--- src/verilog/cachePkg.sv ---
package cachePkg;

  // address split, tag | index | offset
  localparam int TagBits    = 21;
  localparam int IndexBits  = 6;
  localparam int OffsetBits = 5;

  localparam int NumSets = 1 << IndexBits;
  localparam int NumWays = 2;

  // pipeline word and cache line widths
  localparam int WordBits = 64;
  localparam int LineBits = 256;

  typedef struct packed {
    logic [TagBits-1:0]    tag;
    logic [IndexBits-1:0]  index;
    logic [OffsetBits-1:0] offset;
  } addrFieldsT;

  // raw view goes to the bus, field view drives lookup
  typedef union packed {
    logic [31:0] raw;
    addrFieldsT  fields;
  } cacheAddrT;

  typedef struct packed {
    logic      valid;
    cacheAddrT addr;
  } cacheReqT;

  typedef struct packed {
    logic                dataOk;
    logic [WordBits-1:0] data;
  } cacheRespT;

endpackage

--- src/verilog/cacheCtrl.sv ---
module cacheCtrl (
  input  logic                                                 clk,
  input  logic                                                 rst_n,
  input  cachePkg::cacheReqT                                   req_i,
  output logic                                                 addrOk_o,
  output cachePkg::cacheRespT                                  resp_o,
  output logic                                                 memRdReq_o,
  output logic [31:0]                                          memAddr_o,
  output logic                                                 rdEn_o,
  output logic [cachePkg::IndexBits-1:0]                       rdIndex_o,
  input  logic [cachePkg::NumWays-1:0][cachePkg::LineBits-1:0] rdLines_i,
  output logic                                                 wrEn_o,
  output logic                                                 wrWay_o,
  output logic [cachePkg::IndexBits-1:0]                       wrIndex_o,
  output logic                                                 refillClear_o,
  input  logic                                                 lineReady_i,
  input  logic [cachePkg::LineBits-1:0]                        refillLine_i
);
  import cachePkg::*;

  typedef enum logic [1:0] {
    Idle,
    Compare,
    Miss,
    GetData
  } stateT;

  stateT                           state;
  stateT                           stateNext;
  cacheAddrT                       reqQ;
  cacheAddrT                       lineAddr;
  logic                            accept;
  logic                            compareHit;
  logic                            compareMiss;
  logic                            inGetData;
  logic [TagBits-1:0]              tagArr [NumWays][NumSets];
  logic [NumWays-1:0][NumSets-1:0] validArr;
  logic [NumSets-1:0]              lruArr;
  logic [NumWays-1:0][TagBits-1:0] tagQ;
  logic [NumWays-1:0]              validQ;
  logic [NumWays-1:0]              wayHit;
  logic                            hit;
  logic                            hitWay;
  logic                            victim;
  logic                            victimQ;
  logic                            dataOkQ;
  logic [WordBits-1:0]             dataQ;

  // offset bits 4:3 pick one of four words
  function automatic logic [WordBits-1:0] selectWord(
    input logic [LineBits-1:0]   line,
    input logic [OffsetBits-1:0] offset
  );
    logic [1:0] wordSel;
    wordSel = offset[4:3];
    return line[wordSel*WordBits +: WordBits];
  endfunction

  // tag compare against both ways
  always_comb begin
    for (int w = 0; w < NumWays; w++) begin
      wayHit[w] = validQ[w] && (tagQ[w] == reqQ.fields.tag);
    end
  end

  assign hit    = |wayHit;
  assign hitWay = wayHit[1];

  // invalid way first, way 0 before way 1, then the LRU victim
  always_comb begin
    if (!validQ[0]) begin
      victim = 1'b0;
    end else if (!validQ[1]) begin
      victim = 1'b1;
    end else begin
      victim = lruArr[reqQ.fields.index];
    end
  end

  assign compareHit  = (state == Compare) && hit;
  assign compareMiss = (state == Compare) && !hit;
  assign inGetData   = (state == GetData);

  // new request taken from idle or behind a hit
  assign accept = req_i.valid && ((state == Idle) || compareHit);

  always_comb begin
    stateNext = state;
    case (state)
      Idle: begin
        if (req_i.valid) begin
          stateNext = Compare;
        end
      end
      Compare: begin
        if (!hit) begin
          stateNext = Miss;
        end else if (!req_i.valid) begin
          stateNext = Idle;
        end
      end
      Miss: begin
        if (lineReady_i) begin
          stateNext = GetData;
        end
      end
      GetData: begin
        stateNext = Idle;
      end
      default: begin
        stateNext = Idle;
      end
    endcase
  end

  always_ff @(posedge clk or negedge rst_n) begin
    if (!rst_n) begin
      state    <= Idle;
      validQ   <= '0;
      validArr <= '0;
      lruArr   <= '0;
      victimQ  <= 1'b0;
      dataOkQ  <= 1'b0;
    end else begin
      state <= stateNext;
      if (accept) begin
        for (int w = 0; w < NumWays; w++) begin
          validQ[w] <= validArr[w][req_i.addr.fields.index];
        end
      end
      if (compareMiss) begin
        victimQ <= victim;
      end
      // the way just used is kept, the other becomes next victim
      if (compareHit) begin
        lruArr[reqQ.fields.index] <= ~hitWay;
      end
      if (inGetData) begin
        validArr[victimQ][reqQ.fields.index] <= 1'b1;
        lruArr[reqQ.fields.index]            <= ~victimQ;
      end
      dataOkQ <= compareHit || inGetData;
    end
  end

  // request and tag snapshot taken at accept
  always_ff @(posedge clk) begin
    if (accept) begin
      reqQ <= req_i.addr;
      for (int w = 0; w < NumWays; w++) begin
        tagQ[w] <= tagArr[w][req_i.addr.fields.index];
      end
    end
    if (inGetData) begin
      tagArr[victimQ][reqQ.fields.index] <= reqQ.fields.tag;
    end
  end

  // hit word from the array, miss word from the refill line
  always_ff @(posedge clk) begin
    if (compareHit) begin
      dataQ <= selectWord(rdLines_i[hitWay], reqQ.fields.offset);
    end else if (inGetData) begin
      dataQ <= selectWord(refillLine_i, reqQ.fields.offset);
    end
  end

  // line-aligned bus address
  always_comb begin
    lineAddr               = reqQ;
    lineAddr.fields.offset = '0;
  end

  assign addrOk_o      = accept;
  assign resp_o        = '{dataOk: dataOkQ, data: dataQ};
  assign memRdReq_o    = (state == Miss);
  assign memAddr_o     = lineAddr.raw;
  assign refillClear_o = compareMiss;
  assign rdEn_o        = accept;
  assign rdIndex_o     = req_i.addr.fields.index;
  assign wrEn_o        = inGetData;
  assign wrWay_o       = victimQ;
  assign wrIndex_o     = reqQ.fields.index;

endmodule

--- config.mk ---
export PLATFORM = sky130hd
export DESIGN_NAME = cacheCtrl
export DESIGN_NICKNAME = d
export VERILOG_FILES = /design/src/verilog/cachePkg.sv /design/src/verilog/cacheCtrl.sv
export SDC_FILE = /design/constraint.sdc
export NUM_CORES = 2
export LEC_CHECK = 0
export CORE_UTILIZATION = 45
export DETAILED_ROUTE_END_ITERATION = 12
export DONT_BUFFER_PORTS = 1
export HOLD_SLACK_MARGIN = 0.08
export SLEW_MARGIN = 20
export SYNTH_ARGS = -nofsm -noshare
export SYNTH_HDL_FRONTEND = slang
export SYNTH_SLANG_ARGS = --single-unit
--- constraint.sdc ---
create_clock -name clk -period 15 [get_ports clk]
set_input_delay 2.25 -clock clk [delete_from_list [all_inputs] [get_ports clk]]
set_output_delay 2.25 -clock clk [all_outputs]
set_load 0.005 [all_outputs]
==> metrics.md <==
| Metric | Value |
|---|---|
| Final Setup Violations | `0` |
| Area added between synthesis and finish | `13.2%` |
| Largest stage delay on the critical path | `960 ps` |
| Worst R2R Path Depth | `9` |
| Gr usage total | `0.296` |
| CTS resizes | `0` |
| DRC | `0` |
| Area taken by multi-input logic gates | `30500 µm²` |
| Worst r2r dst | `dataQ[33]` |
| Final GP Congestion | `1.10` |
| Worst clock skew | `45.6 ps` |
| Initial core utilization | `0.453` |
| FF+latch count, synth | `3021` |
| CP startpoint kind | `register` |
| IO Count | `919` |
| Least-Margin Pin Slew | `1260 ps` |
| Core area | `268000 µm²` |
| Final wirelength | `405000 µm` |
| Tcrit/Tclk final | `0.468` |
| Worst slew margin | `0.161` |
| Endpoint, Worst Hold | `validArr[50]` |
| Post-synth EDFFs | `2823` |
| H-tree level count | `5` |
| Worst-path fanout max | `66` |
| Async SR Flop Fraction | `0.0655` |
| Most frequent cells in the layout | `2823 x edfxtp_1, 1110 x mux4_2, 323 x clkbuf_16, 216 x buf_4, 198 x dfrtp_1` |
| Clk root buf | `clkbuf_16` |
| Worst path required time | `12750 ps` |
| Most frequent cell on the critical path | `buf_4` |
| Drt wl/cell | `42.0 µm` |
| Crit path max-delay family | `simple AND/OR/NAND/NOR gates` |
| Fraction of layout cells with a size suffix above 1 | `0.355` |
| Filler cell count | `21000` |
| Crit path DAT | `4760 ps` |
| Sequential-to-total area share from yosys stat | `0.738` |
| RSZ-0062 raised after global routing | `no` |
| Minimum clock period | `7010 ps` |
| Worst hold slack | `458 ps` |
| CP Class | `register to primary output` |
| PwrDens | `143 nW/µm²` |
| Status | `completed` |
| Post-synth top area cell | `edfxtp_1` |
| Cell-by-cell listing of the critical path | `buf_4 > xnor2_1 > nand4_1 > nor4_2 > a22oi_1 > a21oi_4 > buf_4` |
| Via/cell ratio | `6.40` |
| CP Capture Type | `primary output` |
| First-pass GRT wire length | `535000 µm` |
| Post-CTS setup buffer count | `0` |
| Max Slew Vio Count | `0` |
| Hold Vio Cnt, Final | `0` |
| Power consumption | `19600 µW` |
| Final #Nets | `6308` |
| Largest net degree at the start of global routing | `707` |
| Maxcap violations | `0` |
| Post-cts hold buffer count | `0` |
| Gate Count Post-Synth | `5327` |
| Routed Antenna Nets | `0` |
| Port Buf Inserts | `0` |
| Count of warnings emitted by yosys | `0` |
| Leakage dissipation | `0.0436 µW` |
| Hold Path Cell Cnt | `1` |
| Die Ht | `522 µm` |
| Yosys top cell area share | `0.698` |
| Clock transition at path regs | `60 ps` |
| Vias in the first global route | `58300` |
| Gr ovfl total | `0` |
| Max Freq | `143 MHz` |
| Cell variety after synth | `46` |
| Avg Cell Area, Syn | `22.8 µm²` |
| Reg2reg start | `reqQ[12]` |
| CTS Buf Count | `316` |
| Final Util | `0.513` |
| Initial DRC count | `8322` |
| Initial antenna violation count | `252` |
| Worst-path cell with the longest stage delay | `nor4_2` |
| Synth Flop Type | `edfxtp_1` |
| CP bufs+invs | `2` |
| Clock latency on the worst-skew pair | `890 ps` |
| Maximum clock path buffer count | `4` |
| Peak supply drop | `0.0000920 V` |
| # rows | `190` |
| Die area | `272000 µm²` |
| Area of the mapped netlist | `122000 µm²` |
| Seq. cell area | `89700 µm²` |
| Commonest non-fill, non-tap cell in the layout | `edfxtp_1` |
| Clock sink count | `3021` |
| Die width | `522 µm` |
| HP Class | `register to register` |
| Ranking of synthesized cells by area | `edfxtp_1 70%, mux4_2 21%, dfrtp_1 4.1%` |
| Reg2reg setup slack | `9050 ps` |
| Hpwl dp | `257000 µm` |
| Min-delay src | `validArr[50]` |
| Final setup TNS | `0 ps` |
| Routed vias | `61600` |
| Detailed Routing Iterations Pass 1 | `6` |
| CTS tree | `done` |
## logic make-up after synthesis
kind of cell	synth area share
xor gates and xnor gates	0.00303
and+or+nand+nor	0.0181
DFF	0.738
AOI/OAI and AO/OA	0.0138
other	0.0000309
buffers and inverters	0.0144
muxes	0.212
## registers in the layout, summed over array words and instances, names as in the netlist, named ones only
register / flops
validArr: 128
dataOkQ: 1
dataQ: 64
validQ: 2
wrWay_o: 1
lruArr: 64
reqQ: 29
state: 1
tagQ: 42
tagArr: 2688
## final cells by class
cell class              count  share of cell area
repair buffers            234              0.0151
well taps                3552              0.0323
flip-flops and latches   3021               0.653
multi-input cells        1929               0.222
clock inverters           147             0.00959
clock buffers             428              0.0626
diodes                    322             0.00586
inverters                   2           0.0000546
## metal layers
| layer | routed length (µm) | up-vias | track usage |
|---|---|---|---|
| met3 | 35700 | 823 | 0.0704 |
| met1 | 150000 | 33700 | 0.385 |
| met4 | 21500 | 66 | 0.160 |
| li1 | - | 23500 | - |
| met2 | 197000 | 3507 | 0.463 |
| met5 | 643 | - | 0 |
## synthesized netlist by cell type, types with 2 or more instances
cell type	instances
buf_1	33
a21oi_1	104
xnor2_1	34
a211oi_1	29
a22oi_1	23
buf_4	51
nor3_1	30
buf_6	5
dfrtp_1	198
nand4_1	8
o21ai_0	4
mux4_2	1110
clkbuf_1	218
o22a_1	37
a41oi_1	2
and3b_1	2
nor3b_1	4
nor4_1	4
nand3_1	6
nor2_1	173
inv_1	2
mux2i_1	68
edfxtp_1	2823
and2_1	3
mux2_2	9
buf_2	72
nor2b_1	5
and3_1	6
a22o_1	5
nand2_1	66
a221oi_1	4
o32a_1	27
nand2b_1	6
or3b_2	2
xor2_1	8
nand3b_1	2
or3_1	2
a31oi_1	3
or2_2	132
## per-stage QoR
| stage | std cells | setup WS (ps) | area [µm²] |
|---|---|---|---|
| floorplan | 5331 | 5860 | 122000 |
| global placement | 8723 | 8580 | 126000 |
| detailed placement | 8731 | 8440 | 127000 |
| CTS | 9306 | 7500 | 137000 |
| global route | 9589 | 7860 | 137000 |
| finish | 9635 | 7990 | 137000 |
## worst max-delay path by stage
stage	startpoint	slack (ps)	endpoint	cells after the start
after floorplan	reqQ[26]	5860	rdEn_o	6
after global placement	reqQ[22]	8580	rdEn_o	7
after detailed placement	reqQ[22]	8440	rdEn_o	7
after CTS	reqQ[22]	7500	rdEn_o	7
after global routing	reqQ[12]	7860	rdEn_o	7
final	reqQ[12]	7990	rdEn_o	7
## power by group
group          internal [µW]  switching [µW]  total [µW]
clock                   4340            3250        7590
sequential              9810             240       10100
combinational            684            1300        1990
total                  14800            4790       19600
No activity file was read; power rests on OpenSTA's default activity.
