**src/verilog/busPkg.sv**
```systemverilog
package busPkg;

  // one line arrives as four beats
  localparam int BeatsPerLine = 4;
  localparam int BeatBits     = 64;

  // read beat from memory
  // valid strobes each beat, last marks the final one
  typedef struct packed {
    logic                valid;
    logic                last;
    logic [BeatBits-1:0] data;
  } busBeatT;

endpackage

```
**src/verilog/refillBuffer.sv**
```systemverilog
module refillBuffer (
  input  logic                                             clk,
  input  logic                                             rst_n,
  input  logic                                             clear_i,
  input  busPkg::busBeatT                                  mem_i,
  output logic                                             lineReady_o,
  output logic [busPkg::BeatsPerLine*busPkg::BeatBits-1:0] line_o
);
  import busPkg::*;

  logic [$clog2(BeatsPerLine)-1:0] beatCnt;
  logic                            lastBeat;

  assign lastBeat = mem_i.valid && mem_i.last;

  // beat counter picks the slot for the next beat
  always_ff @(posedge clk or negedge rst_n) begin
    if (!rst_n) begin
      beatCnt     <= '0;
      lineReady_o <= 1'b0;
    end else begin
      // line is complete once the last beat is stored
      lineReady_o <= lastBeat;
      if (clear_i) begin
        beatCnt <= '0;
      end else if (lastBeat) begin
        beatCnt <= '0;
      end else if (mem_i.valid) begin
        beatCnt <= beatCnt + 1'b1;
      end
    end
  end

  // beat 0 lands in the low word
  always_ff @(posedge clk) begin
    if (mem_i.valid) begin
      line_o[beatCnt*BeatBits +: BeatBits] <= mem_i.data;
    end
  end

endmodule

```
**config.mk**
```make
export PLATFORM = sky130hd
export DESIGN_NAME = refillBuffer
export DESIGN_NICKNAME = d
export VERILOG_FILES = /design/src/verilog/busPkg.sv /design/src/verilog/refillBuffer.sv
export SDC_FILE = /design/constraint.sdc
export NUM_CORES = 1
export LEC_CHECK = 0
export ABC_AREA = 1
export BUFFER_PORTS_ARGS = -buffer_cell sky130_fd_sc_hd__buf_4
export CAP_MARGIN = 20
export CELL_PAD_IN_SITES_DETAIL_PLACEMENT = 1
export CELL_PAD_IN_SITES_GLOBAL_PLACEMENT = 1
export CORE_MARGIN = 2
export CORE_UTILIZATION = 36
export DETAILED_ROUTE_END_ITERATION = 8
export GPL_ROUTABILITY_DRIVEN = 0
export PLACE_DENSITY_LB_ADDON = 0.1
export SLEW_MARGIN = 20
export SYNTH_ARGS = -nofsm -noshare
export SYNTH_HDL_FRONTEND = slang
export SYNTH_SLANG_ARGS = --single-unit
```
**constraint.sdc**
```tcl
create_clock -name clk -period 2.5 [get_ports clk]
set_input_delay 0 -clock clk [delete_from_list [all_inputs] [get_ports clk]]
set_output_delay 0 -clock clk [all_outputs]
set_load 0.01 [all_outputs]
```
==> flow_summary_export.csv, run 1 <==
group,metric,value,unit
final_layout,instances_no_fill,1604,
synth,synth_nets,869,
final_layout,antenna_cells,0,
global_route,grt_usage,0.222,
sta,maxSlewViolCount,0,
clock_tree,cts_buffers,28,
final_layout,nets,1272,
drt,wl_per_cell,21.5,µm
placement,portBuffers,325,
placement,dp.cells,1480,
global_route,grt_pass1_wl,51000,µm
global_route,antenna_found_initial,0,
power_and_ir_drop,ir_drop,453,µV
outcome,status,"finished, final reports clean",
setup_path,setup.worst_path.end_class,"flop",
clock_tree,cts_resized,0,
floorplan,core_region_area,28800,µm²
sta,skew,0.0127,ns
synth,synth_cells,795,
sta,grt_setup_unrepaired,"false",
clock_tree,cts_buffer_depth,3,
drt,detail_route.iter0.violations,489,
sta,slew_headroom,0.598,
worst_hold_path,hold_class,"input port to flop",
final_layout,fin_area,15100,µm²
drt,vias_per_cell,4.76,
drt,via_count,7628,
synth,synth-seq-cells,259,
global_route,grt_pass1_vias,7875,
clock_tree,clk_pin_slew,0.06,ns
sta,tightest_slew,0.604,ns
setup_path,r2r_cells,7,
placement,dpl-instance-area,13600,µm²
synth,avgSynthCellArea,13.2,µm²
synth,synthDistinctLibCells,17,
final_layout,fillerInstances,2989,
sta,setup_viol,0,
floorplan,chipWidth,175,µm
worst_hold_path,whs_path_depth,5,
power_and_ir_drop,p_leak,5.41,nW
synth,synthTopCellsByArea,"edfxtp_1, nor2_1, nor2_4, nand2_1, nand3_1",
clock_tree,post_cts_buffers,0,
floorplan,die_y,175,µm
clock_tree,htree_levels,1,
sta,fin_crit_sh,0.863,
clock_tree,cts_tree,"done",
sta,max_freq,463,MHz
sta,finalSetupTns,0,ns
clock_tree,root_buffer,"clkbuf_16",
setup_path,worstPathArrival,2.55,ns
global_route,overflow,0,
setup_path,path_class,"flop to flop",
flow_run,maxCapViolCount,0,
global_route,grt_max_degree,53,
drt,ant_nets,0,
setup_path,crit_fanout,52,
power_and_ir_drop,p_per_area,652,nW/µm²
drt,route.detailed.drc,0,
synth,ys_seq_area_frac,0.737,
drt,first_pass_iters,5,
final_layout,drive_above_1_share,0.377,
drt,wirelength,34400,µm
final_layout,synthToLayoutAreaGrowth,43.3,%
synth,synthesis.area,10500,µm²
setup_path,worstPathRequired,2.89,ns
clock_tree,ctsHoldBuffers,72,
floorplan,io_pins,326,
floorplan,die-area,30600,µm²
floorplan,start_util,0.366,
clock_tree,cts.sinks,259,
synth,synth.top_cell.area_share,0.730,
synth,yosysTopAreaCell,"edfxtp_1",
sta,final_hold_viol_count,0,
clock_tree,clkLatencyLatePin,0.55,ns
placement,dpl.hpwl,23500,µm
sta,timing.final.crit_period,2.16,ns
floorplan,rows,62,
synth,yosysWarnings,0,
setup_path,crit_path_start_kind,"flop",
-- routing by layer --
| layer | GRT usage | vias to the layer above | part of all wire |
|---|---|---|---|
| met2 | 0.356 | 278 | 0.47 |
| met4 | 0.0556 | 0 | 0.024 |
| met3 | 0.0620 | 44 | 0.075 |
| met1 | 0.300 | 3813 | 0.43 |
| met5 | 0 | - | 0 |
| li1 | - | 3493 | - |
-- synth_stat cells --
master,count
edfxtp_1,256
nor2_1,196
nand2_1,140
nand3_1,66
nor2_4,61
buf_2,40
inv_1,11
buf_12,6
ha_1,5
clkbuf_1,3
dfrtp_1,3
buf_1,2
buf_6,2
a21oi_1,1
inv_2,1
nand4_1,1
or2_1,1
-- per-stage QoR --
stage	utilization	setup slack, ns	hold WS, ns	total power [mW]
6_report	0.524	0.342	0.308	9.84
5_1_grt	0.524	0.224	0.330	10.2
3_5_place_dp	0.471	0.345	-0.200	6.10
4_1_cts	0.524	0.341	0.303	9.94
2_1_floorplan	-	0.00200	-0.296	5.55
3_3_place_gp	0.471	0.394	-0.202	6.08
-- final timing paths --
kind                            start  slack [ns]           to
max reg2reg                beatCnt[0]        0.34  line_o[110]
min reg2reg                beatCnt[0]        0.81   beatCnt[0]
max in group asynchronous       rst_n        1.93   beatCnt[0]
min                           clear_i        0.31   beatCnt[0]
min in group asynchronous       rst_n        0.38  lineReady_o
max                        beatCnt[0]        0.34  line_o[110]
-- worst max-delay path: stages (launching register included) --
cell	delay, ns
dfrtp_4	0.43
inv_1	0.06
buf_4	0.16
ha_1	0.23
inv_4	0.37
buf_12	0.31
nand3_1	0.20
nor2_1	0.17
-- placed cells by master (no fill, tap or decap) --
master         count
a21oi_1            1
buf_12            17
buf_4            337
clkbuf_1          11
clkbuf_16         28
clkinv_1           6
clkinv_2          10
clkinv_8           1
dfrtp_1            2
dfrtp_4            1
dlygate4sd3_1     72
edfxtp_1         256
ha_1               5
inv_1              7
inv_4              1
nand2_1          138
nand2_4            2
nand3_1           65
nand3_4            1
nand4_1            1
nor2_1           196
nor2_4            61
or2_4              1
-- registers in the layout (all words and copies together) (netlist names) --
| name | count |
|---|---|
| beatCnt | 2 |
| lineReady_o | 1 |
| line_o | 256 |
-- kinds of logic (layout without fill, tap and decap cells) --
| group | count (synthesis) | in the layout | share of synthesized area |
|---|---|---|---|
| simple gates | 465 | 465 | 0.218 |
| fa+ha+maj | 5 | 5 | 0.00594 |
| compound gates | 1 | 1 | 0.000475 |
| flops | 259 | 259 | 0.737 |
| buf+inv | 65 | 490 | 0.0386 |
-- power breakdown --
group | switching, mW | internal [mW]
registers | 0.0400 | 4.90
clock network | 1.69 | 2.07
logic | 0.696 | 0.444
-- cell type report --
type	instances	area, µm²	area share
multi-input combinational	471	2390	0.158
sequential	259	7770	0.515
tap	384	480	0.0318
inverter	12	52.6	0.00348
clock inverter	13	68.8	0.00456
clock buffer	39	742	0.0492
timing repair buffer	426	3590	0.238
Note: power is estimated with default switching activity, not from simulation.
==> run 2, diff against run 1 <==
--- a/config.mk
+++ b/config.mk
@@ -14,6 +14,7 @@
 export CORE_UTILIZATION = 36
 export DETAILED_ROUTE_END_ITERATION = 8
 export GPL_ROUTABILITY_DRIVEN = 0
+export GPL_TIMING_DRIVEN = 0
 export PLACE_DENSITY_LB_ADDON = 0.1
 export SLEW_MARGIN = 20
 export SYNTH_ARGS = -nofsm -noshare
==> flow_summary_export.csv, run 2 (synthesized netlist as in run 1, its figures left out) <==
group,metric,value,unit
outcome,status,"finished, final reports clean",
worst_hold_path,hold_class,"input port to flop",
sta,fin_crit_sh,0.951,
sta,setup_ws,0.122,ns
final_layout,top_regs,"line_o: 256 flops, beatCnt: 2 flops, lineReady_o: 1 flops",
final_layout,instances_no_fill,1632,
power_and_ir_drop,ir_drop,487,µV
drt,wirelength,39700,µm
clock_tree,root_buffer,"clkbuf_16",
placement,place_ws,-0.0564,ns
drt,route.detailed.drc,0,
drt,first_pass_iters,5,
setup_path,worstPathRequired,2.92,ns
floorplan,core_region_area,28800,µm²
drt,vias_per_cell,4.87,
floorplan,chipWidth,175,µm
final_layout,finish.utilization,0.527,
setup_path,slowest_stage,"dlygate4sd3_1",
global_route,grt_pass1_vias,8358,
setup_path,r2r_start,"beatCnt[0]",
global_route,grt_max_degree,50,
drt,wl_per_cell,24.3,µm
drt,ant_nets,0,
power_and_ir_drop,seqPwrFrac,0.484,
floorplan,die_y,175,µm
sta,maxSlewViolCount,0,
clock_tree,clkLatencyLatePin,0.54,ns
final_layout,largest_register_ffs,256,
final_layout,layout_commonest_cell,"buf_4",
drt,via_count,7946,
floorplan,die-area,30600,µm²
clock_tree,cts.sinks,259,
power_and_ir_drop,p_leak,5.48,nW
setup_path,setup.worst_path.end_class,"flop",
final_layout,fillerInstances,3037,
final_layout,antenna_cells,0,
final_layout,multi_input_area,2360,µm²
global_route,antenna_found_initial,0,
placement,dpl.hpwl,27400,µm
power_and_ir_drop,power.switching,2.53,mW
clock_tree,htree_levels,1,
final_layout,final_cell_mix,"buf_4, edfxtp_1, nor2_1, nand2_1, dlygate4sd3_1",
worst_hold_path,hold_start,"clear_i",
sta,tightest_slew,0.787,ns
drt,detail_route.iter0.violations,454,
power_and_ir_drop,power.share.clock,0.395,
power_and_ir_drop,combPwrFrac,0.121,
clock_tree,cts_buffers,29,
floorplan,start_util,0.366,
drt,maxUsedRoutingLayer,"met4",
setup_path,crit_chain,"inv_2 > ha_1 > buf_6 > nand4_1 > dlygate4sd3_1 > nand2_1 > dlygate4sd3_1",
setup_path,path_class,"flop to flop",
final_layout,drive_above_1_share,0.383,
clock_tree,cts_buffer_depth,3,
power_and_ir_drop,p_int,7.68,mW
global_route,overflow,0,
sta,max_freq,420,MHz
sta,grt_setup_unrepaired,"false",
drt,route.met3.wl,2440,µm
clock_tree,post_cts_buffers,0,
power_and_ir_drop,sw_frac_of_total,0.248,
sta,timing.final.crit_period,2.38,ns
clock_tree,clk_pin_slew,0.06,ns
power_and_ir_drop,p_per_area,673,nW/µm²
global_route,grt_pass1_wl,57100,µm
global_route,grt_usage,0.257,
sta,skew,0.00862,ns
final_layout,fin_area,15200,µm²
sta,whs,0.309,ns
placement,portBuffers,324,
placement,dp.cells,1507,
drt,met1Wirelength,16800,µm
flow_run,maxCapViolCount,0,
floorplan,io_pins,326,
final_layout,largest-register,"line_o",
final_layout,regArea,7760,µm²
setup_path,cpMostUsedCell,"dlygate4sd3_1",
floorplan,rows,62,
sta,final_hold_viol_count,0,
setup_path,worstSetupStartpoint,"beatCnt[0]",
sta,finalSetupTns,0,ns
setup_path,critical-path-max-stage-delay,0.56,ns
clock_tree,cts_tree,"done",
setup_path,crit_path_start_kind,"flop",
final_layout,synthToLayoutAreaGrowth,44.0,%
placement,dpl-instance-area,13600,µm²
final_layout,nets,1300,
setup_path,worstPathArrival,2.80,ns
power_and_ir_drop,total_power,10.2,mW
sta,slew_headroom,0.476,
setup_path,crit_fanout,8,
drt,wl_met2,19300,µm
sta,setup_viol,0,
-- run 2: changes by cell type in the layout (fill, tap and decap cells not counted), moves of 4 or more --
| cell | change |
|---|---|
| clkinv_2 | -8 |
| buf_16 | +4 |
| buf_4 | -13 |
| buf_2 | +40 |
| buf_12 | -11 |
-- run 2: worst paths after layout --
path	endpoint	slack, ns	cells after the start
max	beatCnt[1]	0.12	7
min	beatCnt[0]	0.31	5
max reg2reg	beatCnt[1]	0.12	7
min reg2reg	beatCnt[0]	0.72	3
max in group asynchronous	lineReady_o	1.95	3
min in group asynchronous	beatCnt[1]	0.38	3
-- run 2: repair_timing --
action / CTS / global route
gates resized for setup: 1 / 1
hold buffers: 72 / 0
endpoints found under the hold margin: 262 / 0
setup endpoints to repair: 20 / 1
-- run 2: critical path: cells and delay by family (launching register included) --
family | cells | cell delay (ns)
adders and majority gates | 1 | 0.31
DFF | 1 | 0.44
buffers and inverters | 4 | 1.37
and+or+nand+nor | 2 | 0.13
-- run 2: layer usage --
layer	vias up	track usage
met3	57	0.0579
met5	-	0
met1	4049	0.338
met4	0	0.0729
met2	282	0.429
li1	3558	-
-- run 2: final cells by class --
class,count,share of cell area
plain buffers,53,0.0239
flip-flops and latches,259,0.512
clock inverters,13,0.00718
repair buffers,400,0.215
inverters,12,0.00363
well taps,384,0.0317
multi-input cells,471,0.156
clock buffers,40,0.0506
-- run 2: power groups by stage --
stage               combinational [mW]  sequential [mW]  clock [mW]
floorplan                        0.448             5.10           0
global placement                  1.11             5.04           0
detailed placement                1.15             5.03           0
CTS                               1.24             4.94        4.10
global route                      1.31             4.95        4.22
finish                            1.23             4.94        4.03
==> run 3, diff against run 2 <==
--- a/config.mk
+++ b/config.mk
@@ -11,7 +11,7 @@
 export CELL_PAD_IN_SITES_DETAIL_PLACEMENT = 1
 export CELL_PAD_IN_SITES_GLOBAL_PLACEMENT = 1
 export CORE_MARGIN = 2
-export CORE_UTILIZATION = 36
+export CORE_UTILIZATION = 30
 export DETAILED_ROUTE_END_ITERATION = 8
 export GPL_ROUTABILITY_DRIVEN = 0
 export GPL_TIMING_DRIVEN = 0
==> flow_summary_export.csv, run 3 (synthesized netlist as in run 1, its figures left out) <==
group,metric,value,unit
outcome,status,"finished, final reports clean",
setup_path,crit_chain,"inv_2 > ha_1 > buf_6 > nand4_1 > dlygate4sd3_1 > nand2_1 > dlygate4sd3_1",
global_route,grt_pass1_vias,8010,
global_route,grtUsageMet3,0.0499,
global_route,grt_usage,0.223,
drt,via_count,7719,
power_and_ir_drop,p_per_area,664,nW/µm²
drt,route.detailed.drc,0,
final_layout,regArea,7760,µm²
setup_path,crit_path_start_kind,"flop",
flow_run,maxCapViolCount,0,
final_layout,instances_no_fill,1702,
sta,setup_viol,0,
floorplan,die_y,191,µm
final_layout,drive_above_1_share,0.381,
placement,dp.cells,1578,
placement,portBuffers,324,
sta,final_hold_viol_count,0,
final_layout,multi_input_area,2360,µm²
sta,skew,0.00651,ns
global_route,antenna_found_initial,0,
final_layout,nets,1300,
setup_path,path_class,"flop to flop",
floorplan,io_pins,326,
final_layout,antenna_cells,0,
sta,timing.final.crit_period,2.36,ns
clock_tree,clkLatencyLatePin,0.54,ns
setup_path,worstPathRequired,2.92,ns
sta,maxSlewViolCount,0,
sta,setup_ws,0.138,ns
final_layout,fin_area,15200,µm²
setup_path,cpMostUsedCell,"dlygate4sd3_1",
sta,finalSetupTns,0,ns
setup_path,crit_fanout,8,
global_route,met1_usage,0.293,
final_layout,final_cell_mix,"buf_4, edfxtp_1, nor2_1, nand2_1, dlygate4sd3_1",
global_route,overflow,0,
drt,vias_per_cell,4.54,
clock_tree,root_buffer,"clkbuf_16",
drt,wl_per_cell,24.4,µm
global_route,grt_pass1_wl,57600,µm
drt,detail_route.iter0.violations,520,
power_and_ir_drop,ir_drop,475,µV
setup_path,slowest_stage,"dlygate4sd3_1",
final_layout,largest-register,"line_o",
setup_path,worstPathArrival,2.78,ns
sta,whs,0.278,ns
power_and_ir_drop,p_leak,5.47,nW
final_layout,top_regs,"line_o: 256 flops, beatCnt: 2 flops, lineReady_o: 1 flops",
clock_tree,cts_buffer_depth,3,
final_layout,fillerInstances,3774,
setup_path,critical-path-max-stage-delay,0.55,ns
sta,tightest_slew,0.689,ns
global_route,grt-busiest-layer,"met2",
clock_tree,cts_buffers,29,
clock_tree,clk_pin_slew,0.06,ns
floorplan,start_util,0.305,
clock_tree,cts.sinks,259,
sta,fin_crit_sh,0.945,
floorplan,die-area,36600,µm²
drt,first_pass_iters,4,
global_route,use_met2,0.378,
sta,grt_setup_unrepaired,"false",
final_layout,largest_register_ffs,256,
floorplan,core_region_area,34500,µm²
final_layout,synthToLayoutAreaGrowth,44.5,%
clock_tree,cts_tree,"done",
drt,wirelength,41500,µm
global_route,grt_max_degree,44,
floorplan,rows,68,
placement,dpl.hpwl,28900,µm
floorplan,chipWidth,191,µm
sta,slew_headroom,0.540,
worst_hold_path,hold_class,"input port to flop",
placement,dpl-instance-area,13600,µm²
final_layout,layout_commonest_cell,"buf_4",
drt,ant_nets,0,
placement,place_ws,0.00686,ns
clock_tree,htree_levels,1,
sta,max_freq,423,MHz
setup_path,setup.worst_path.end_class,"flop",
-- run 3: changes by cell type in the layout (fill, tap and decap cells not counted) --
cell,change
buf_2,-2
clkinv_1,+6
buf_16,-1
bufinv_16,-1
inv_6,-1
clkbuf_2,+1
buf_1,-1
clkinv_2,-2
clkbuf_4,+2
clkbuf_1,-3
buf_12,+1
-- run 3: path summary, 6_finish.rpt --
kind | start | endpoint | slack, ns | cells past startpoint
worst max-delay path | beatCnt[0] | beatCnt[1] | 0.14 | 7
worst min-delay path | clear_i | beatCnt[0] | 0.28 | 5
worst max register to register | beatCnt[0] | beatCnt[1] | 0.14 | 7
worst min register to register | beatCnt[0] | beatCnt[0] | 0.72 | 3
max in group asynchronous | rst_n | beatCnt[1] | 2.01 | 3
min in group asynchronous | rst_n | lineReady_o | 0.34 | 3
-- run 3: power by group --
part	switching, mW	internal (mW)
clock	1.71	2.20
sequential	0.0412	4.90
combinational	0.801	0.443
total	2.55	7.55
-- run 3: routing by layer --
layer | vias to the layer above | share of wire
li1 | 3552 | -
met1 | 3868 | 0.42
met2 | 252 | 0.49
met3 | 47 | 0.072
met4 | 0 | 0.014
met5 | - | 0
-- run 3: cell type report --
| cell class | count | share of cell area |
|---|---|---|
| Tap cell | 455 | 0.0374 |
| Sequential cell | 259 | 0.510 |
| Inverter | 12 | 0.00362 |
| Buffer | 53 | 0.0242 |
| Clock inverter | 15 | 0.00543 |
| Clock buffer | 37 | 0.0497 |
| Multi-Input combinational cell | 471 | 0.155 |
| Timing Repair Buffer | 400 | 0.214 |
-- run 3: worst max-delay path, delay by kind of cell, from the launching register on --
| kind | cells | cell delay [ns] |
|---|---|---|
| adder cells (fa/ha/maj) | 1 | 0.32 |
| buffers and inverters | 4 | 1.35 |
| flip-flops | 1 | 0.44 |
| AND/OR/NAND/NOR | 2 | 0.13 |
-- run 3: what timing repair did --
action,4_1_cts,5_1_grt
setup buffers,0,0
hold endpoints to repair,259,0
hold buffers,72,0
setup endpoints to repair,0,41
resized for setup,0,6
-- run 3: per-stage QoR --
stage | util | total power, mW
after floorplan | - | 5.55
after global placement | 0.392 | 6.19
after detailed placement | 0.395 | 6.21
after CTS | 0.440 | 10.2
after global routing | 0.440 | 10.4
final | 0.440 | 10.1
